<file path="config.mk">
export PLATFORM = sky130hd
export DESIGN_NAME = x25519_freeze
export DESIGN_NICKNAME = d
export VERILOG_FILES = /design/src/design/x25519_field_pkg.sv /design/src/design/x25519_freeze.sv
export VERILOG_INCLUDE_DIRS = /design/src /design/src/design
export SDC_FILE = /design/constraint.sdc
export NUM_CORES = 1
export LEC_CHECK = 0
export BUFFER_PORTS_ARGS = -buffer_cell sky130_fd_sc_hd__buf_2
export CORE_AREA = 3 3 208 210
export DETAILED_ROUTE_END_ITERATION = 10
export DIE_AREA = 0 0 211 213
export PLACE_DENSITY = 0.7
export SYNTH_ARGS = -nofsm -noshare
export SYNTH_HDL_FRONTEND = slang
export SYNTH_SLANG_ARGS = --single-unit
</file>
<file path="constraint.sdc">
create_clock -name clk -period 4.4 [get_ports clk]
set_input_delay 0.44 -clock clk [delete_from_list [all_inputs] [get_ports clk]]
set_output_delay 0.44 -clock clk [all_outputs]
set_load 0.02 [all_outputs]
</file>
<file path="src/design/x25519_consts.svh">
`ifndef X25519_CONSTS_SVH
`define X25519_CONSTS_SVH

// Width of a field element, sum or result.
// Matches the 264-bit datapath of the adder.
`define X25519_FELEM_W 264

// First bit of a sum that is folded back into the low part.
`define X25519_FOLD_BIT 255

// 2^255 is congruent to 19 mod p, so folded bits are scaled by this.
`define X25519_FOLD_MUL 19

// The prime p = 2^255 - 19.
`define X25519_P \
	264'h00_7fff_ffff_ffff_ffff_ffff_ffff_ffff_ffff_ffff_ffff_ffff_ffff_ffff_ffff_ffff_ffed

// 4p = 2^257 - 76.
// Added in place of a subtraction so a difference never goes negative.
`define X25519_FOUR_P \
	264'h01_ffff_ffff_ffff_ffff_ffff_ffff_ffff_ffff_ffff_ffff_ffff_ffff_ffff_ffff_ffff_ffb4

`endif

</file>
<file path="src/design/x25519_field_pkg.sv">
`include "x25519_consts.svh"

// Types for values that live in the field datapath.
package x25519_field_pkg;

	// Field element, also used for raw sums and reduced results.
	// Legal operands stay below 2^256.
	// The extra top bits absorb carries and the 4p offset.
	typedef logic [`X25519_FELEM_W-1:0] felem_t;

	// Bits 263 down to 255 of a sum.
	// These get multiplied by 19 and added back into the low part.
	typedef logic [`X25519_FELEM_W-`X25519_FOLD_BIT-1:0] fold_hi_t;

endpackage

</file>
<file path="src/design/x25519_freeze.sv">
`timescale 1ns/1ps
`include "x25519_consts.svh"

// Final reduction to the canonical range 0 to p - 1.
// The input is already below 2p, so one conditional subtract is enough.
module x25519_freeze
	import x25519_field_pkg::*;
(
	input  logic   clk,
	input  logic   rst_n,
	input  logic   fold_valid,
	input  felem_t fold,
	output logic   out_valid,
	output felem_t out
);

	// One extra bit catches the borrow of fold - p.
	logic [`X25519_FELEM_W:0] diff_ext;

	// High when fold is at least p.
	logic ge_p;

	// A clear borrow means fold >= p.
	assign diff_ext = {1'b0, fold} - {1'b0, `X25519_P};
	assign ge_p     = !diff_ext[`X25519_FELEM_W];

	// Result pulse to the top level.
	always_ff @(posedge clk) begin
		if (!rst_n) begin
			out_valid <= 1'b0;
		end else begin
			out_valid <= fold_valid;
		end
	end

	// Output holds its last value between pulses.
	always_ff @(posedge clk) begin
		if (fold_valid) begin
			if (ge_p) begin
				out <= diff_ext[`X25519_FELEM_W-1:0];
			end else begin
				out <= fold;
			end
		end
	end

endmodule

</file>
==> reports/results.ini <==
[clock_network]
cts_tree = yes
cts_sinks = 265
cts_setup_buffers = 0
htreeDepth = 1
numCtsBuffers = 31
cts_resized = 0
cts.reportedPaths.clkPinSlew_ns = 0.06
root_buffer = clkbuf_16
clockBufferDepth = 3
cts_hold_buf = 0

[outcome]
status = finished, final reports clean

[setup_path]
crit_path_top_delay_cell = a2111oi_2
crit_chain = buf_2 -> inv_1 -> ha_1 -> nand3b_1 -> a2111oi_2 -> nand3_1 -> nor4_4 -> buf_4 -> a31oi_4 -> buf_4 -> nor4_1 -> xor2_1
crit_fanout = 25
crit_start = fold[0]
crit_buf_inv = 4
worst-setup-path-type = primary input to flip-flop
crit_family = simple AND/OR/NAND/NOR gates
cp_data_arrival_time_ns = 3.78
endpoint_kind = flip-flop
path_common_cell = buf_4
required_ns = 4.71
start_kind = primary input
cpPeakStageDelay_ns = 0.53

[hold_path]
hold_path.class = primary input to flip-flop
min-delay-start = rst_n

[synthesis]
synth-async-reset-ratio_pct = 0
synthCells = 1741
synth-seq-cells = 265
synth-edff-count = 264
synth_ff_type = edfxtp_1
synth_common_cells = edfxtp_1 (264), nand4_1 (197), nand2_1 (174), nand3_1 (151), nor2_1 (139)
syn_area_per_cell_um2 = 9.73
synthesis.nets = 2009
synthesis.area_mm2 = 0.0169
synthTopCellsByArea = edfxtp_1 (47%), nand4_1 (7.3%), xor2_1 (6.8%)
yosysTopAreaCell = edfxtp_1
yosysWarnings = 0
yosys.cell_types.count = 60
synth-seq-area-share_pct = 46.9
synth_most_common_cell = edfxtp_1
synth_top_area_share_pct = 46.8

[finish]
drive_gt1_share_pct = 30.6
fill_cells = 3899
area_growth_pct = 29.4
finish.net_count = 2622

[sta]
setup_viol = 0
post-route-min-period_ns = 3.47
finalCritPeriodShare_pct = 78.8
slew_headroom_pct = 35.1
rsz0062_at_grt = false
drv_slew = 0
worst_slack_ns = 0.933
finalSetupTns_ns = 0
tightest_slew_ns = 0.974
finalHoldViolCount = 0
fmax_ghz = 0.288

[routing]
num_vias = 18500
post-route-drc-count = 0
wirelength_mm = 85.0
dr.pass1.iters = 6
postRouteAntennaNets = 0
vias_per_cell = 6.32
wire_per_inst_um = 29.1
drt_iter0_markers = 2665

[floorplan]
die_area_mm2 = 0.0449
rows = 75
fp.coreArea_mm2 = 0.0418
start_util_pct = 40.6
die_x_um = 211
die_h_um = 213
pin_count = 532

[power_and_ir_drop]
p_per_area_mw_per_mm2 = 310
peakVddDrop_mv = 0.252
power.leakage_nw = 8.01

[placed_design]
io_buffer_count = 531
dp_slack_ns = 0.390
gp_congestion = 1.00
dpl.hpwl_mm = 68.2

[global_routing]
grt_usage_pct = 36.0
grt_pass1_vias = 17700
grt_max_degree = 80
antenna_found_initial = 8
grt_pass1_wl_mm = 120
grt_overflow_total = 0

[job]
maxCapViolations = 0

==> state kept, by name, summed over array words and instances, names as in the netlist <==
register and count:
out 264, out_valid 1
==> metal layers <==
layer	up-vias	global-route usage [%]	share of wire [%]
li1	7966	-	-
met4	4	13.8	4.5
met1	8880	47.9	39
met5	-	0	0.033
met2	1361	58.8	46
met3	243	6.82	11
==> cell usage in the layout (no fill, tap or decap), types with 12 or more instances in the layout <==
cell | Yosys | layout
inv_1 | 34 | 34
nor3_1 | 121 | 121
and3_1 | 43 | 43
xor2_1 | 131 | 131
buf_4 | 0 | 102
and2_1 | 14 | 14
nand3_1 | 151 | 151
buf_2 | 17 | 530
or4_1 | 22 | 22
xnor2_1 | 127 | 127
nand4_1 | 197 | 197
nor4_2 | 12 | 12
or3_1 | 15 | 15
and4_1 | 18 | 18
nand2_1 | 174 | 174
nor4b_1 | 13 | 13
nor4_1 | 115 | 115
clkbuf_16 | 0 | 31
edfxtp_1 | 264 | 264
nor2_1 | 139 | 139
==> power breakdown <==
part	internal [mW]	switching, mW	total [mW]
logic	0.334	0.774	1.11
clock network	1.47	1.13	2.60
registers	3.01	0.0812	3.09
==> worst paths after layout <==
path | slack, ns | endpoint | cells past startpoint
max | 0.93 | out[241]$_DFFE_PP_ | 12
min | 0.06 | out_valid$_SDFF_PN0_ | 2
==> through the flow <==
step	hold WS [ns]	total power, mW	cells	cell area (µm²)	util [%]
after floorplan	0.552	3.59	1741	16900	-
after global placement	0.646	4.23	2860	20900	50.1
after detailed placement	0.649	4.23	2860	20900	50.1
after CTS	0.0463	6.79	2917	21900	52.5
after global routing	0.0600	6.97	2919	21900	52.5
final	0.0593	6.79	2921	21900	52.5
==> cell type report <==
class,instances,area [µm²],share of cell area [%]
Timing Repair Buffer,637,3510,16.0
Clock inverter,22,208,0.947
Sequential cell,265,7950,36.2
Multi-Input combinational cell,1385,8660,39.5
Inverter,34,128,0.582
Tap cell,539,674,3.08
Antenna cell,4,10.0,0.0456
Clock buffer,35,791,3.61
==> cell families (layout without fill, tap and decap cells) <==
family                   after synthesis  in the layout  share of synthesized area, %
AO/OA/AOI/OAI                         28             28                          1.31
XOR/XNOR                             258            258                          13.3
adder cells (fa/ha/maj)                1              1                        0.0738
buffers and inverters                 91            728                          2.14
flip-flops                           265            265                          46.9
multiplexers                           2              2                         0.126
other                                  0              4                             0
AND/OR/NAND/NOR                     1096           1096                          36.1
Power figures use the tool's default switching activity.
