**src/design/x25519_consts.svh**
```systemverilog
`ifndef X25519_CONSTS_SVH
`define X25519_CONSTS_SVH

// Width of a field element, sum or result.
// Matches the 264-bit datapath of the adder.
`define X25519_FELEM_W 264

// First bit of a sum that is folded back into the low part.
`define X25519_FOLD_BIT 255

// 2^255 is congruent to 19 mod p, so folded bits are scaled by this.
`define X25519_FOLD_MUL 19

// The prime p = 2^255 - 19.
`define X25519_P \
	264'h00_7fff_ffff_ffff_ffff_ffff_ffff_ffff_ffff_ffff_ffff_ffff_ffff_ffff_ffff_ffff_ffed

// 4p = 2^257 - 76.
// Added in place of a subtraction so a difference never goes negative.
`define X25519_FOUR_P \
	264'h01_ffff_ffff_ffff_ffff_ffff_ffff_ffff_ffff_ffff_ffff_ffff_ffff_ffff_ffff_ffff_ffb4

`endif

```
**src/design/x25519_field_pkg.sv**
```systemverilog
`include "x25519_consts.svh"

// Types for values that live in the field datapath.
package x25519_field_pkg;

	// Field element, also used for raw sums and reduced results.
	// Legal operands stay below 2^256.
	// The extra top bits absorb carries and the 4p offset.
	typedef logic [`X25519_FELEM_W-1:0] felem_t;

	// Bits 263 down to 255 of a sum.
	// These get multiplied by 19 and added back into the low part.
	typedef logic [`X25519_FELEM_W-`X25519_FOLD_BIT-1:0] fold_hi_t;

endpackage

```
**src/design/x25519_op_pkg.sv**
```systemverilog
`include "x25519_consts.svh"

// Operation codes accepted by the field unit.
package x25519_op_pkg;

	// One bit is enough for add or subtract.
	typedef logic [0:0] field_op_t;

	// Sum a + b.
	localparam field_op_t OP_ADD = 1'b0;

	// Difference a - b.
	localparam field_op_t OP_SUB = 1'b1;

endpackage

```
**src/design/x25519_operand_stage.sv**
```systemverilog
`timescale 1ns/1ps
`include "x25519_consts.svh"

// Input stage of the field unit.
// Captures the operands and turns a subtraction into an addition.
module x25519_operand_stage
	import x25519_field_pkg::*;
	import x25519_op_pkg::*;
(
	input  logic      clk,
	input  logic      rst_n,
	input  logic      en,
	input  field_op_t op,
	input  felem_t    a,
	input  felem_t    b,
	output logic      opnd_valid,
	output felem_t    opnd_a,
	output felem_t    opnd_b
);

	// Second operand as the adder will see it.
	felem_t b_sel;

	// For a difference use 4p - b instead of -b.
	// Since b < 2^256 < 4p the result stays positive.
	// Adding it to a gives a value congruent to a - b mod p.
	always_comb begin
		if (op == OP_SUB) begin
			b_sel = `X25519_FOUR_P - b;
		end else begin
			b_sel = b;
		end
	end

	// Valid flag follows en by one cycle.
	always_ff @(posedge clk) begin
		if (!rst_n) begin
			opnd_valid <= 1'b0;
		end else begin
			opnd_valid <= en;
		end
	end

	// Operand registers load only on a new operation.
	// They hold their value otherwise.
	always_ff @(posedge clk) begin
		if (en) begin
			opnd_a <= a;
			opnd_b <= b_sel;
		end
	end

endmodule

```
**config.mk**
```make
export PLATFORM = sky130hd
export DESIGN_NAME = x25519_operand_stage
export DESIGN_NICKNAME = d
export VERILOG_FILES = /design/src/design/x25519_field_pkg.sv /design/src/design/x25519_op_pkg.sv /design/src/design/x25519_operand_stage.sv
export VERILOG_INCLUDE_DIRS = /design/src /design/src/design
export SDC_FILE = /design/constraint.sdc
export NUM_CORES = 1
export LEC_CHECK = 0
export BUFFER_PORTS_ARGS = -buffer_cell sky130_fd_sc_hd__buf_2
export CAP_MARGIN = 30
export CORE_AREA = 2 2 413 415
export DETAILED_ROUTE_END_ITERATION = 10
export DIE_AREA = 0 0 415 417
export GPL_TIMING_DRIVEN = 0
export PLACE_DENSITY = 0.39
export SKIP_LAST_GASP = 1
export SYNTH_ARGS = -nofsm -noshare
export SYNTH_HDL_FRONTEND = slang
export SYNTH_SLANG_ARGS = --single-unit
```
**constraint.sdc**
```tcl
create_clock -name clk -period 3.25 [get_ports clk]
set_input_delay 0 -clock clk [delete_from_list [all_inputs] [get_ports clk]]
set_output_delay 0 -clock clk [all_outputs]
set_load 0.1 [all_outputs]
```
==> results of run 1 <==
[worst max-delay path: stages]
cell           delay, ns
dlygate4sd3_1       0.52
buf_2               0.19
nand4_1             0.32
or3_1               0.50
or3_1               0.66
nor4b_1             0.64
buf_2               0.28
a41oi_1             0.35
xor2_1              0.28
[placed cells by master, fill, tap and decap left out, types with 17 or more instances in the layout]
master	instances
a31oi_1	54
and2_1	20
and3_1	61
and4_1	34
buf_2	1057
buf_4	31
clkbuf_1	65
clkbuf_16	74
clkinv_1	22
diode_2	33
dlygate4sd3_1	732
edfxtp_1	528
inv_1	35
nand2_1	166
nand3_1	161
nand4_1	160
nor2_1	81
nor3_1	65
nor4_1	71
nor4_2	17
o21ai_0	76
o31ai_1	47
o41ai_1	23
or3_1	23
or4_1	28
xnor2_1	182
xor2_1	72
[registers in the layout (all words and copies together), names as in the netlist]
name,cells
opnd_a,264
opnd_b,264
opnd_valid,1
[power by group through the flow]
stage	combinational, mW	clock (mW)	sequential (mW)
2_1_floorplan	0.564	0	13.1
3_3_place_gp	7.03	0	8.74
3_5_place_dp	7.07	0	8.62
4_1_cts	7.90	9.02	8.49
5_1_grt	8.04	9.24	8.52
6_report	7.85	8.72	8.48
[final cells by class]
cell class,count,area [um2],area share
antenna,33,82.6,0.00187
buffer,71,289,0.00653
clock buffer,83,1890,0.0426
clock inverter,51,638,0.0144
inverter,35,131,0.00297
multi-input combinational,1454,9380,0.212
sequential,529,15900,0.359
tap,2218,2780,0.0627
timing repair buffer,1838,13200,0.298
[per-layer routing]
| layer | track usage | up-vias |
|---|---|---|
| met1 | 0.211 | 14000 |
| li1 | - | 12100 |
| met2 | 0.419 | 1348 |
| met5 | 0 | - |
| met4 | 0.130 | 26 |
| met3 | 0.0423 | 446 |
[cells by family after synthesis]
group                      share of synthesized area
and+or+nand+nor                                0.203
DFF                                            0.625
AOI/OAI and AO/OA                             0.0673
xor gates and xnor gates                      0.0876
buffers and inverters                         0.0164
adders and majority gates                   0.000492
[path summary, 6_finish.rpt]
check,from,endpoint,slack [ns],cells after the start
worst max-delay path,b[182],opnd_b[192],-0.11,9
worst min-delay path,b[32],opnd_b[33],0.004,6
[through the flow]
step / area [um2] / utilization / setup WS (ns) / hold WS, ns / power, mW
floorplan: 25400 / - / 0.524 / 0.0989 / 13.6
global placement: 33400 / 0.198 / -7.34 / 0.177 / 15.8
detailed placement: 34000 / 0.202 / -1.47 / 0.178 / 15.7
CTS: 44000 / 0.261 / -0.0494 / 0.0000567 / 25.4
global route: 44300 / 0.263 / 0.00155 / 0.0383 / 25.8
finish: 44300 / 0.263 / -0.112 / 0.00364 / 25.0
[timing repair]
action	CTS	global route
setup endpoints to repair	42	43
pin swaps	1	4
gates resized for setup	17	21
hold buffers	732	0
setup buffers	2	11
endpoints found under the hold margin	583	0
==> run metrics, run 1 <==
RSZ-0062 raised after global routing false; Rel. slew slack 0.197; io pins 1061; Top Layer Used met5; part of the power in registers 0.339; Yosys Warn Count 0; Iter 0 DRT Violations 2285; Clk pin slew, worst setup/hold paths 0.06 ns; DR vias 28000; CP startpoint kind input port; Max VDD drop 347 uV; clock share of power 0.348; TNS Setup -0.299 ns; Comb power frac 0.313; met3 wire len 10600 um; Mean Syn Cell Area 12.2 um2; die width 415 um; EDFF count, synth 528; max-cap violation count 0; Final WS setup -0.112 ns; top cell type's share of synthesized area 0.624; chip height 417 um; failing checks setup timing; final std cells w/o fill 6312; most common cell in the netlist edfxtp_1; CTS tree yes; Net Sw Power 10.1 mW; final hold vios 0; fin crit period 3.36 ns; post-synthesis cell type count 55; layout cells sized above 1 0.315; DP Wirelength 158000 um; status finished, violations left; Cells after Synth 2089; Avg WL per Cell 31.0 um; vias in the first global route 28400; # port buffers 1038; Core ar. 169000 um2; DR vias/cell 4.43; row cnt 151; number of H-tree levels 3; # DRC 0; Overflow after GRT 0; Net Count, Synth 2622; CTS sink cnt 529; met2 WL 106000 um; switch share 0.402; maximum clock insertion buffer count 3; clock root cell clkbuf_16; routability cong. 0.918; Final period util 1.03; met1 wire length 65500 um; CP required 3.65 ns; internal power 15.0 mW; fillers 18100; DIE AREA 173000 um2; Synth area leaders edfxtp_1, xnor2_1, nand4_1, nand3_1, xor2_1; Leakage 16.5 nW; Synth top cells by count edfxtp_1, xnor2_1, nand2_1; FMAX 297 MHz; Primary FF master, synth edfxtp_1; antenna violations before repair 74; Starting Density 0.151; P&R area growth vs syn 74.2%; first-pass GRT wire length 254000 um; Max FO, Critical Path 7; Detailed Routing Iterations Pass 1 5; asr flop ratio synth 0; actual slew at the worst max-slew pin 1.19 ns; crit path DAT 3.76 ns; final net count 4535; Yosys top cell by area edfxtp_1; pin count of the biggest net entering global routing 116; Seq cells post-synth 529; Mapped Area 25400 um2; gr usage total 0.217; Hold Path Class input port to flop; max-slew violations 0; register area share after synthesis 0.625; CP Class input port to flop; CTS Buf Count 73; post-placement cell count 5398; final setup fails 4; Pwr Density 566 nW/um2; Final ANT Viol Nets 0; routed wire length 196000 um; Worst setup EP type flop
Power figures use the tool's default switching activity.
==> run 2: changes to the inputs <==
--- a/config.mk
+++ b/config.mk
@@ -9,6 +9,7 @@
 export BUFFER_PORTS_ARGS = -buffer_cell sky130_fd_sc_hd__buf_2
 export CAP_MARGIN = 30
 export CORE_AREA = 2 2 413 415
+export CTS_BUF_LIST = sky130_fd_sc_hd__clkbuf_4 sky130_fd_sc_hd__clkbuf_8 sky130_fd_sc_hd__clkbuf_16
 export DETAILED_ROUTE_END_ITERATION = 10
 export DIE_AREA = 0 0 415 417
 export GPL_TIMING_DRIVEN = 0
==> run metrics, run 2 (synthesis gave the netlist of run 1 again) <==
io pins 1061 (unchanged); CTS Buf Count 73 (unchanged); DR vias 27900 (-0.097%); vias in the first global route 28400 (-0.021%); antenna violations before repair 74 (unchanged); Rel. slew slack 0.276 (+0.0788); row cnt 151 (unchanged); layout cells sized above 1 0.318 (+0.00222); final std cells w/o fill 6310 (-0.032%); fillers 18100 (-0.044%); failing checks setup timing; FMAX 296 MHz (-0.36%); CTS sink cnt 529 (unchanged); Final ANT Viol Nets 0 (unchanged); Fin Hold WS 0.00540 ns (+0.00176 ns); Clk pin slew, worst setup/hold paths 0.06 ns (about the same); Final Power 25.1 mW (+0.23%); CP Class input port to flop; Worst setup EP type flop; post-placement cell count 5398 (unchanged); TNS Setup -0.220 ns (+0.0791 ns); # port buffers 1038 (unchanged); CP startpoint kind input port; DIE AREA 173000 um2 (unchanged); Worst Setup EP opnd_b[192]; gr usage total 0.217 (about the same); RSZ-0062 raised after global routing false; final hold vios 0 (unchanged); DP Worst Slack -1.47 ns (unchanged); Final WS setup -0.124 ns (-0.0120 ns); Iter 0 DRT Violations 2279 (-0.26%); max-slew violations 0 (unchanged); commonest non-fill, non-tap cell in the layout buf_2; CTS tree yes; routability cong. 0.918 (unchanged); DR vias/cell 4.43 (about the same); CP startpoint b[182]; max-cap violation count 0 (unchanged); Core ar. 169000 um2 (unchanged); Starting Density 0.151 (unchanged); Final period util 1.04 (+0.00370); die width 415 um (unchanged); Leakage 16.5 nW (+0.19%); clock root cell clkbuf_16; biggest regs opnd_a x264, opnd_b x264, opnd_valid x1; # DRC 0 (unchanged); fin crit period 3.37 ns (+0.0120 ns); number of H-tree levels 3 (unchanged); routed wire length 195000 um (-0.12%); DP Wirelength 158000 um (unchanged); P&R area growth vs syn 74.3% (about the same); sequential standard cell area 15900 um2 (unchanged); Pwr Density 567 nW/um2 (+0.17%); Hold Path Class input port to flop; pin count of the biggest net entering global routing 116 (unchanged); first-pass GRT wire length 254000 um (about the same); Detailed Routing Iterations Pass 1 5 (unchanged); area occupied by multi-input gates 9380 um2 (unchanged); Max FO, Critical Path 7 (unchanged); status finished, violations left; Overflow after GRT 0 (unchanged); most frequent cells in the layout buf_2, dlygate4sd3_1, edfxtp_1; crit path DAT 3.77 ns (about the same); CP required 3.65 ns (about the same); maximum clock insertion buffer count 3 (unchanged); Max VDD drop 348 uV (+0.26%); actual slew at the worst max-slew pin 1.08 ns (-0.115 ns); final net count 4535 (unchanged); final setup fails 3 (-1); chip height 417 um (unchanged); Avg WL per Cell 31.0 um (about the same)
[run 2: cell types whose count changed in the layout (fill, tap and decap cells not counted)]
cell	before	now
diode_2	33	31
clkbuf_4	0	9
clkbuf_1	65	56
[run 2: power by group]
| group | leakage, nW | switching (mW) | internal, mW | total [mW] |
|---|---|---|---|---|
| sequential | 5.18 | 0.220 | 8.26 | 8.48 |
| clock | 1.24 | 3.54 | 5.24 | 8.78 |
| combinational | 10.1 | 6.28 | 1.57 | 7.85 |
[run 2: layout make-up]
| class | count | area share |
|---|---|---|
| diodes | 31 | 0.00175 |
| plain buffers | 71 | 0.00653 |
| clock buffers | 83 | 0.0433 |
| clock inverters | 51 | 0.0144 |
| inverters | 35 | 0.00297 |
| multi-input cells | 1454 | 0.212 |
| flip-flops and latches | 529 | 0.358 |
| well taps | 2218 | 0.0627 |
| repair buffers | 1838 | 0.298 |
[run 2: what timing repair did]
action	CTS	global route
gates resized for setup	17	21
setup endpoints to repair	42	43
setup buffers	2	11
hold buffers	732	0
hold endpoints to repair	583	0
pin swaps	1	4
gates cloned	0	0
[run 2: critical path, stage by stage]
cell and delay (ns):
dlygate4sd3_1 0.52, buf_2 0.19, nand4_1 0.33, or3_1 0.50
or3_1 0.66, nor4b_1 0.63, buf_2 0.29, a41oi_1 0.35
xor2_1 0.29
[run 2: layer usage]
| layer | part of all wire | GRT usage | routed length [um] |
|---|---|---|---|
| met1 | 0.33 | 0.211 | 65300 |
| met2 | 0.55 | 0.419 | 107000 |
| met3 | 0.054 | 0.0426 | 10500 |
| met4 | 0.066 | 0.130 | 12900 |
| met5 | 0.00080 | 0 | 156 |
[run 2: how the worst min path moves through the flow]
| stage | end | slack, ns | cells past startpoint | start |
|---|---|---|---|---|
| after floorplan | opnd_a[0] | 0.1 | 0 | a[0] |
| after global routing | opnd_a[130] | 0.04 | 2 | a[130] |
| after detailed placement | opnd_a[152] | 0.18 | 1 | a[152] |
| after global placement | opnd_a[156] | 0.18 | 1 | a[156] |
| after CTS | opnd_a[27] | 0.00006 | 2 | a[27] |
| final | opnd_b[33] | 0.005 | 6 | b[32] |
[run 2: stage by stage]
| stage | utilization | cell area [um2] |
|---|---|---|
| floorplan | - | 25400 |
| global placement | 0.198 | 33400 |
| detailed placement | 0.202 | 34000 |
| CTS | 0.261 | 44000 |
| global route | 0.263 | 44300 |
| finish | 0.263 | 44300 |
