[src/design/x25519_consts.svh]
`ifndef X25519_CONSTS_SVH
`define X25519_CONSTS_SVH

// Width of a field element, sum or result.
// Matches the 264-bit datapath of the adder.
`define X25519_FELEM_W 264

// First bit of a sum that is folded back into the low part.
`define X25519_FOLD_BIT 255

// 2^255 is congruent to 19 mod p, so folded bits are scaled by this.
`define X25519_FOLD_MUL 19

// The prime p = 2^255 - 19.
`define X25519_P \
	264'h00_7fff_ffff_ffff_ffff_ffff_ffff_ffff_ffff_ffff_ffff_ffff_ffff_ffff_ffff_ffff_ffed

// 4p = 2^257 - 76.
// Added in place of a subtraction so a difference never goes negative.
`define X25519_FOUR_P \
	264'h01_ffff_ffff_ffff_ffff_ffff_ffff_ffff_ffff_ffff_ffff_ffff_ffff_ffff_ffff_ffff_ffb4

`endif

[src/design/x25519_field_pkg.sv]
`include "x25519_consts.svh"

// Types for values that live in the field datapath.
package x25519_field_pkg;

	// Field element, also used for raw sums and reduced results.
	// Legal operands stay below 2^256.
	// The extra top bits absorb carries and the 4p offset.
	typedef logic [`X25519_FELEM_W-1:0] felem_t;

	// Bits 263 down to 255 of a sum.
	// These get multiplied by 19 and added back into the low part.
	typedef logic [`X25519_FELEM_W-`X25519_FOLD_BIT-1:0] fold_hi_t;

endpackage

[src/design/x25519_fold.sv]
`timescale 1ns/1ps
`include "x25519_consts.svh"

// Partial reduction.
// Bits 255 and up are worth 19 each, so they are folded into the low part.
module x25519_fold
	import x25519_field_pkg::*;
(
	input  logic   clk,
	input  logic   rst_n,
	input  logic   sum_valid,
	input  felem_t sum,
	output logic   fold_valid,
	output felem_t fold
);

	// Width of the fold constant, 19 needs five bits.
	localparam int             MUL_W = 5;
	localparam logic [MUL_W-1:0] MUL = MUL_W'(`X25519_FOLD_MUL);

	logic [`X25519_FOLD_BIT-1:0] sum_lo;
	fold_hi_t                    sum_hi;
	felem_t                      hi_mul;

	// Split the sum at the fold position.
	assign sum_lo = sum[`X25519_FOLD_BIT-1:0];
	assign sum_hi = sum[`X25519_FELEM_W-1:`X25519_FOLD_BIT];

	// Constant multiply as shift and add, one term per set bit.
	// 19 = 16 + 2 + 1, so three terms; at most 19 * 511 = 9709.
	always_comb begin
		hi_mul = '0;
		for (int i = 0; i < MUL_W; i++) begin
			if (MUL[i]) begin
				hi_mul = hi_mul + (felem_t'(sum_hi) << i);
			end
		end
	end

	// Result is below 2^255 + 9709, so under 2p.
	always_ff @(posedge clk) begin
		if (!rst_n) begin
			fold_valid <= 1'b0;
		end else begin
			fold_valid <= sum_valid;
		end
		if (sum_valid) begin
			fold <= felem_t'(sum_lo) + hi_mul;
		end
	end

endmodule

[config.mk]
export PLATFORM = sky130hd
export DESIGN_NAME = x25519_fold
export DESIGN_NICKNAME = d
export VERILOG_FILES = /design/src/design/x25519_field_pkg.sv /design/src/design/x25519_fold.sv
export VERILOG_INCLUDE_DIRS = /design/src /design/src/design
export SDC_FILE = /design/constraint.sdc
export NUM_CORES = 1
export LEC_CHECK = 0
export BUFFER_PORTS_ARGS = -buffer_cell sky130_fd_sc_hd__buf_2
export CORE_ASPECT_RATIO = 0.6
export CORE_MARGIN = 10
export CORE_UTILIZATION = 35
export CTS_CLUSTER_SIZE = 25
export DETAILED_ROUTE_END_ITERATION = 8
export PLACE_DENSITY = 0.64
export SKIP_LAST_GASP = 1
export SLEW_MARGIN = 20
export SYNTH_ARGS = -nofsm -noshare
export SYNTH_HDL_FRONTEND = slang
export SYNTH_SLANG_ARGS = --single-unit
[constraint.sdc]
create_clock -name clk -period 5.4 [get_ports clk]
set_clock_uncertainty 0.05 [all_clocks]
set_input_delay 1.35 -clock clk [delete_from_list [all_inputs] [get_ports clk]]
set_output_delay 1.35 -clock clk [all_outputs]
set_load 0.1 [all_outputs]
==> flow_metrics.env, run 1 <==
export IMPL_cp_start_kind="input pin"
export IMPL_yosysUniqueCellTypes=59
export IMPL_netlist_area_um2=15800
export IMPL_layout_commonest_cell="buf_2"
export IMPL_drv_slew=0
export IMPL_syn_inst=1534
export IMPL_antenna_found_initial=24
export IMPL_mostFrequentLayoutCells="buf_2, edfxtp_1, nand4_1, xnor2_1, nand3_1"
export IMPL_post_drt_wl_per_cell_um=28.7
export IMPL_finalSetupTns_ns=0
export IMPL_areaGrowthSynthToFinish_pct=33.2
export IMPL_drt_pass1_iter_count=6
export IMPL_final_antenna_net_count=0
export IMPL_grt_ovfl_total=0
export IMPL_crit_family="simple AND/OR/NAND/NOR gates"
export IMPL_relSlewSlack_pct=26.0
export IMPL_grt_pass1_wl_um=112000
export IMPL_synth_top_area_cell="edfxtp_1"
export IMPL_power_density_nw_per_um2=329
export IMPL_postLayoutCellArea_um2=21100
export IMPL_grt_max_degree=87
export IMPL_period_minus_slack_ns=5.04
export IMPL_cts_buffers=28
export IMPL_ioPinCount=532
export IMPL_hp_class="in2reg"
export IMPL_critPathBufInv=3
export IMPL_yosys_area_share_simple_pct=28.7
export IMPL_worstMarginPinSlew_ns=1.10
export IMPL_place_area_um2=20100
export IMPL_die_w_um=295
export IMPL_rows=60
export IMPL_end_kind="flop"
export IMPL_cts_htree_levels=1
export IMPL_cap_violations=0
export IMPL_dp_cells=2746
export IMPL_syn_mean_instance_area_um2=10.3
export IMPL_p_leak_nw=8.39
export IMPL_yosysWarnings=0
export IMPL_yosys_area_share_adder_pct=3.87
export IMPL_synth_main_ff_cell="edfxtp_1"
export IMPL_required_ns=5.65
export IMPL_finalSetupViolCount=0
export IMPL_synth_edf_count=256
export IMPL_yosysSeqAreaShare_pct=48.6
export IMPL_layout_drive_gt1_share_pct=32.5
export IMPL_grt_pass1_vias=15600
export IMPL_final_hold_violation_count=0
export IMPL_chipHeight_um=185
export IMPL_core_um2=44700
export IMPL_finalCritPeriodShare_pct=93.3
export IMPL_crit_arrival_ns=5.29
export IMPL_synth_area_mux_share_pct=0
export IMPL_dieArea_um2=54500
export IMPL_synthTopCellsByArea="edfxtp_1, xnor2_1, xor2_1"
export IMPL_fmax_ghz=0.199
export IMPL_hold_slack_ns=0.914
export IMPL_dp_hpwl_um=67900
export IMPL_synth_compound_area_share_pct=2.33
export IMPL_cts_tree="yes"
export IMPL_status="completed"
export IMPL_synthXorXnorAreaFrac_pct=13.8
export IMPL_crit_chain="buf_2 -> inv_1 -> fa_1 -> fa_1 -> inv_1 -> ha_1 -> o21a_1 -> o211a_1 -> a211oi_1 -> or4_1 -> or4b_1 -> nor4_1 -> xor2_1"
export IMPL_cts_max_path_buffers=3
export IMPL_viasPerCell=5.82
export IMPL_synth_top_family_by_area="simple AND/OR/NAND/NOR gates"
export IMPL_fill_cells=4339
export IMPL_crit_fanout=4
export IMPL_ir_drop_uv=236
export IMPL_path_clk_slew_ns=0.06
export IMPL_clockRootBuffer="clkbuf_16"
export IMPL_initial_utilization_pct=35.4
export IMPL_vias=16400
export IMPL_rsz0062_at_grt="false"
export IMPL_postSynth_asyncResetShare_pct=0
export IMPL_crit_path_top_delay_cell="or4_1"
export IMPL_clock_sinks=257
export IMPL_synth_seq_cells=257
export IMPL_port_buffers=523
export IMPL_synth_top_area_share_pct=48.5
export IMPL_grt_usage_pct=28.0
export IMPL_final_nets=2494
export IMPL_cts_resized=0
export IMPL_crit_type="in2reg"
export IMPL_place_gp_congestion=1.03
export IMPL_cts_hold_buf=0
export IMPL_layoutNonFillerInstCount=2820
export IMPL_wl_um=80900
export IMPL_postCtsSetupRepairBufs=0
export IMPL_post_route_drc_count=0
export IMPL_max_stage_delay_ns=0.66
export IMPL_drt_iter0_markers=2360
==> metal layers <==
layer,GRT usage [%],vias to the layer above,routed length [µm]
met2,40.4,1167,34400
met5,0,-,9
met4,9.85,2,2900
li1,-,7107,-
met3,6.85,160,10100
met1,40.2,7979,33500
==> synth_stat cells, types with 11 or more instances <==
cell      number
a21o_1        11
a21oi_1       13
and2_1        18
and3_1        56
and4_1        36
clkbuf_1      27
edfxtp_1     256
fa_1          15
ha_1          25
inv_1         61
nand2_1      126
nand3_1      132
nand4_1      137
nor2_1       105
nor3_1        91
nor4_1        65
or3_1         15
or4_1         13
xnor2_1      137
xor2_1       113
==> metrics by stage <==
step	power [mW]	setup slack, ns	utilization, %
floorplan	4.25	0.239	-
global placement	4.94	-0.155	45.0
detailed placement	4.94	-0.256	45.0
CTS	6.94	0.343	47.0
global route	7.13	0.118	47.2
finish	6.94	0.363	47.2
==> where the power goes <==
group	leakage, nW	internal, mW	total, mW	switching [mW]
clock	0.457	1.13	2.02	0.885
sequential	2.51	2.42	2.49	0.0740
combinational	5.42	0.458	2.42	1.96
==> sequential cells by signal, indices dropped and copies added, names as in the netlist <==
| name | flops |
|---|---|
| fold | 256 |
| fold_valid | 1 |
==> kinds of logic (layout without fill, tap and decap cells) <==
group | after synthesis | after routing
other cells | 1 | 31
buf+inv | 100 | 767
fa+ha+maj | 40 | 40
flops | 257 | 257
compound gates | 54 | 54
xor+xnor | 250 | 250
simple gates | 832 | 832
==> path summary, 6_finish.rpt <==
check                 slack [ns]  startpoint  depth (start not counted)               endpoint
worst min-delay path        0.91       rst_n                          2  fold_valid$_SDFF_PN0_
worst max-delay path        0.36    sum[258]                         13    fold[239]$_DFFE_PP_
==> area by class of cell <==
class	instances	area, µm²	area share, %
Multi-Input combinational cell	1184	7770	36.8
Inverter	61	229	1.08
Tap cell	589	737	3.49
Antenna cell	23	57.6	0.273
Clock buffer	35	757	3.59
Timing Repair Buffer	655	3680	17.4
Clock inverter	16	165	0.782
Sequential cell	257	7710	36.5
Note: power is estimated with default switching activity, not from simulation.
==> run 2: changes to the inputs <==
Settings changed: SETUP_SLACK_MARGIN from default to 0.02, SKIP_LAST_GASP 1 to default.
Clock period 5.4 ns to 4.56 ns, I/O delays scaled along.
==> run 2 against run 1 <==
Against the previous run: global-route usage up 0.73 points; non-clock buffer count grew 83; count of clock-buffer cells in the layout decreased by 6; utilization increased by 2.1 points; sequential share of layout area is 1.6 points lower; die area unchanged; final cell count up 3.0%; worst hold slack lost 0.19 ns; first-iteration DRC count is 7.6% lower; largest power group is now combinational cells.
==> flow_metrics.env, run 2 (synthesized netlist as in run 1, its figures left out) <==
export IMPL_worstMarginPinSlew_ns=0.896
export IMPL_ioPinCount=532
export IMPL_largest_register="fold"
export IMPL_hp_class="in2reg"
export IMPL_crit_path_top_delay_cell="fa_1"
export IMPL_period_minus_slack_ns=4.49
export IMPL_finalSetupViolCount=0
export IMPL_grt_ovfl_total=0
export IMPL_crit_chain="buf_2 -> inv_1 -> fa_1 -> inv_1 -> fa_1 -> ha_4 -> a21o_1 -> a211o_1 -> nand3_4 -> buf_4 -> a21oi_1 -> buf_4 -> and4_1 -> nand2_1 -> xnor2_1 -> buf_4"
export IMPL_crit_fanout=4
export IMPL_path_clk_slew_ns=0.07
export IMPL_grt_usage_pct=28.8
export IMPL_finalCritPeriodShare_pct=98.5
export IMPL_dieArea_um2=54500
export IMPL_wl_um=82500
export IMPL_mostFrequentLayoutCells="buf_2, edfxtp_1, buf_4"
export IMPL_die_w_um=295
export IMPL_layout_commonest_cell="buf_2"
export IMPL_required_ns=4.95
export IMPL_hold_slack_ns=0.725
export IMPL_largest_reg_flops=256
export IMPL_viasPerCell=5.72
export IMPL_cap_violations=0
export IMPL_rows=60
export IMPL_post_drt_wl_per_cell_um=28.4
export IMPL_initial_utilization_pct=35.4
export IMPL_fin_ws_ns=0.0702
export IMPL_vias=16600
export IMPL_grt_pass1_wl_um=114000
export IMPL_layoutNonFillerInstCount=2904
export IMPL_fmax_ghz=0.223
export IMPL_grt_pass1_vias=15900
export IMPL_top_regs="fold: 256 flops, fold_valid: 1 flops"
export IMPL_ir_drop_uv=290
export IMPL_clock_sinks=257
export IMPL_crit_type="in2reg"
export IMPL_p_leak_nw=8.91
export IMPL_antenna_found_initial=25
export IMPL_layout_drive_gt1_share_pct=36.0
export IMPL_fin_util_pct=49.3
export IMPL_end_kind="flop"
export IMPL_final_antenna_net_count=0
export IMPL_areaGrowthSynthToFinish_pct=39.3
export IMPL_relSlewSlack_pct=39.7
export IMPL_drv_slew=0
export IMPL_pre_cts_slack_ns=-0.584
export IMPL_final_nets=2576
export IMPL_crit_arrival_ns=4.88
export IMPL_cts_htree_levels=1
export IMPL_dp_cells=2828
export IMPL_grt_max_degree=97
export IMPL_clockRootBuffer="clkbuf_16"
export IMPL_max_stage_delay_ns=0.53
export IMPL_cts_buffers=27
export IMPL_drt_iter0_markers=2180
export IMPL_dp_hpwl_um=69200
export IMPL_place_gp_congestion=0.991
export IMPL_cts_tree="yes"
export IMPL_drt_pass1_iter_count=6
export IMPL_core_um2=44700
export IMPL_final_hold_violation_count=0
export IMPL_port_buffers=523
export IMPL_post_route_drc_count=0
export IMPL_status="completed"
export IMPL_rsz0062_at_grt="true"
export IMPL_cp_start_kind="input pin"
export IMPL_crit_path_frequent_cell="buf_4"
export IMPL_chipHeight_um=185
export IMPL_power_density_nw_per_um2=381
export IMPL_cts_max_path_buffers=3
==> run 2: cell count changes in the layout (fill, tap and decap cells not counted), sizes merged, moves of 2 or more <==
cell    change
buf        +83
clkbuf      -6
bufinv      +4
diode       +3
clkinv      -2
==> run 2: final timing paths <==
path | start | end | slack [ns] | cells past startpoint
hold / removal | rst_n | fold_valid$_SDFF_PN0_ | 0.73 | 2
setup / recovery | sum[6] | fold[161]$_DFFE_PP_ | 0.07 | 16
==> run 2: timing repair <==
item	4_1_cts	5_1_grt
resized for setup	1	14
endpoints found under the setup margin	1	65
setup buffers	0	1
hold buffers	0	0
==> run 2: cell type report <==
cell class                      instances  area, µm²
Inverter                               61        229
Sequential cell                       257       7710
Multi-Input combinational cell       1184       8000
Clock inverter                         20        282
Timing Repair Buffer                  738       4370
Fill cell                            4287      22700
Clock buffer                           29        683
Tap cell                              589        737
Antenna cell                           26       65.1
==> run 2: worst max-delay path: cells and delay by family <==
family,cells,cell delay (ns)
xor gates and xnor gates,1,0.30
AOI/OAI and AO/OA,3,0.61
and+or+nand+nor,3,0.73
buffers and inverters,6,0.73
adders and majority gates,3,1.35
==> run 2: metal layers <==
| metal | part of all wire [%] | track usage [%] |
|---|---|---|
| met5 | 0.016 | 0 |
| met2 | 42 | 41.7 |
| met1 | 43 | 41.0 |
| met3 | 12 | 7.97 |
| met4 | 3.2 | 8.44 |
==> run 2: report_power, final <==
| group | switching [mW] | leakage [nW] | internal (mW) |
|---|---|---|---|
| clock | 1.05 | 0.467 | 1.48 |
| combinational | 2.36 | 5.93 | 0.585 |
| sequential | 0.0710 | 2.51 | 2.86 |
==> run 2: through the flow <==
stage | cell area (µm²) | TNS, ns | power (mW)
floorplan | 16000 | -0.674 | 5.05
global placement | 20900 | -62.58 | 5.88
detailed placement | 20900 | -64.94 | 5.89
CTS | 21900 | 0 | 8.41
global route | 22000 | 0 | 8.65
finish | 22100 | 0 | 8.41
==> run 3: changes to the inputs <==
==> constraint.sdc (replaced) <==
create_clock -name clk -period 4.56 [get_ports clk]
set_clock_uncertainty 0.05 [all_clocks]
set_input_delay 0.912 -clock clk [delete_from_list [all_inputs] [get_ports clk]]
set_output_delay 0.912 -clock clk [all_outputs]
set_load 0.1 [all_outputs]
==> run 3 against run 2 <==
Against the previous run: critical path depth is 3 higher; global-route usage is 0.61 points lower; worst setup slack gained 0.054 ns; count of clock-buffer cells in the layout up 3; flip-flop and latch count unchanged; fmax increased by 1.2%; worst hold slack got worse by 0.24 ns; final cell count fell by 1.5%; power fell by 0.87%; first-iteration DRC count grew 9.4%; highest routed layer unchanged.
==> flow_metrics.env, run 3 (synthesized netlist as in run 1, its figures left out) <==
export IMPL_status="completed"
export IMPL_layout_commonest_cell="buf_2"
export IMPL_fmax_ghz=0.225
export IMPL_clockRootBuffer="clkbuf_16"
export IMPL_worstMarginPinSlew_ns=1.10
export IMPL_place_area_um2=20600
export IMPL_finalSetupTns_ns=0
export IMPL_final_hold_violation_count=0
export IMPL_antenna_found_initial=18
export IMPL_postLayoutCellArea_um2=21700
export IMPL_cts_tree="yes"
export IMPL_crit_arrival_ns=4.72
export IMPL_drt_pass1_iter_count=6
export IMPL_finalCritPeriodShare_pct=97.3
export IMPL_hp_start="rst_n"
export IMPL_grt_pass1_wl_um=113000
export IMPL_grt_ovfl_total=0
export IMPL_cts_buffers=28
export IMPL_crit_type="in2reg"
export IMPL_largest_reg_flops=256
export IMPL_top_regs="fold: 256 flops, fold_valid: 1 flops"
export IMPL_grt_pass1_vias=16000
export IMPL_drv_slew=0
export IMPL_initial_utilization_pct=35.4
export IMPL_rsz0062_at_grt="true"
export IMPL_p_leak_nw=8.69
export IMPL_chipHeight_um=185
export IMPL_hp_class="in2reg"
export IMPL_relSlewSlack_pct=26.1
export IMPL_grt_usage_pct=28.1
export IMPL_cp_start_kind="input pin"
export IMPL_ioPinCount=532
export IMPL_die_w_um=295
export IMPL_cts_hold_buf=0
export IMPL_post_drt_wl_per_cell_um=28.4
export IMPL_dieArea_um2=54500
export IMPL_mostFrequentLayoutCells="buf_2, edfxtp_1, buf_4"
export IMPL_core_um2=44700
export IMPL_rows=60
export IMPL_ir_drop_uv=308
export IMPL_grt_max_degree=80
export IMPL_place_gp_congestion=1.03
export IMPL_end_kind="flop"
export IMPL_vias=16700
export IMPL_fill_cells=4295
export IMPL_post_route_drc_count=0
export IMPL_cap_violations=0
export IMPL_period_minus_slack_ns=4.44
export IMPL_port_buffers=523
export IMPL_wl_um=81200
export IMPL_finalSetupViolCount=0
export IMPL_power_density_nw_per_um2=384
export IMPL_path_clk_slew_ns=0.07
export IMPL_areaGrowthSynthToFinish_pct=36.9
export IMPL_final_nets=2542
export IMPL_crit_fanout=5
export IMPL_viasPerCell=5.84
export IMPL_fin_util_pct=48.5
export IMPL_final_antenna_net_count=0
export IMPL_drt_iter0_markers=2385
export IMPL_hold_depth=2
export IMPL_required_ns=4.85
export IMPL_largest_register="fold"
export IMPL_cts_max_path_buffers=3
export IMPL_cts_htree_levels=1
export IMPL_clock_sinks=257
export IMPL_whs_endpoint="fold_valid$_SDFF_PN0_"
export IMPL_layout_drive_gt1_share_pct=34.8
export IMPL_dp_hpwl_um=68100
-- run 3: worst max-delay path, cell delays in order --
cell and delay [ns]:
buf_2 0.10, inv_1 0.07, buf_4 0.14, fa_1 0.49, inv_1 0.04, ha_1 0.29, ha_1 0.22, buf_4 0.15
fa_1 0.38, a21o_1 0.21, a311oi_2 0.39, nor4_2 0.10, buf_4 0.17, o21ai_1 0.18, or3_1 0.31, buf_4 0.21
nor2_1 0.07, buf_4 0.15, xor2_1 0.14
-- run 3: cell type report --
| type | count | area [µm²] | share of cell area [%] |
|---|---|---|---|
| multi-input combinational | 1184 | 7950 | 36.7 |
| inverter | 61 | 229 | 1.06 |
| timing repair buffer | 703 | 4090 | 18.8 |
| clock buffer | 32 | 737 | 3.40 |
| clock inverter | 19 | 200 | 0.923 |
| sequential | 257 | 7710 | 35.5 |
| antenna | 16 | 40.0 | 0.185 |
| tap | 589 | 737 | 3.40 |
-- run 3: worst max path at each step --
stage	startpoint	endpoint	slack, ns	cells past startpoint
after floorplan	sum[258]	fold[239]$_DFFE_PP_	-0.06	13
after global placement	sum[258]	fold[253]$_DFFE_PP_	-0.66	18
after detailed placement	sum[259]	fold[253]$_DFFE_PP_	-0.67	18
after CTS	sum[259]	fold[231]$_DFFE_PP_	0.02	13
after global routing	sum[256]	fold[180]$_DFFE_PP_	-0.04	19
final	sum[256]	fold[180]$_DFFE_PP_	0.12	19
-- run 3: timing repair --
item                                    CTS  global route
resized for setup                         4            20
endpoints found under the setup margin   15            66
buffers inserted                          0             1
pin swaps                                 0             7
-- run 3: power breakdown --
| part | switching [mW] | total (mW) | internal, mW |
|---|---|---|---|
| registers | 0.0859 | 2.95 | 2.87 |
| clock network | 1.06 | 2.44 | 1.38 |
| logic | 2.36 | 2.95 | 0.585 |
-- run 3: per-stage QoR --
step	hold slack (ns)	cells	total power, mW	worst slack (ns)
finish	0.483	2861	8.34	0.124
global route	0.514	2859	8.56	-0.0357
CTS	0.463	2844	8.32	0.0209
detailed placement	1.07	2793	5.90	-0.672
global placement	1.07	2793	5.89	-0.665
floorplan	0.974	1541	5.05	-0.0589
-- run 3: per-layer routing --
metal	vias to the layer above	wire length (µm)	track usage, %
met4	2	2210	7.43
met5	-	13	0
li1	7198	-	-
met1	8199	33600	39.6
met2	1170	35600	42.6
met3	142	9750	6.85
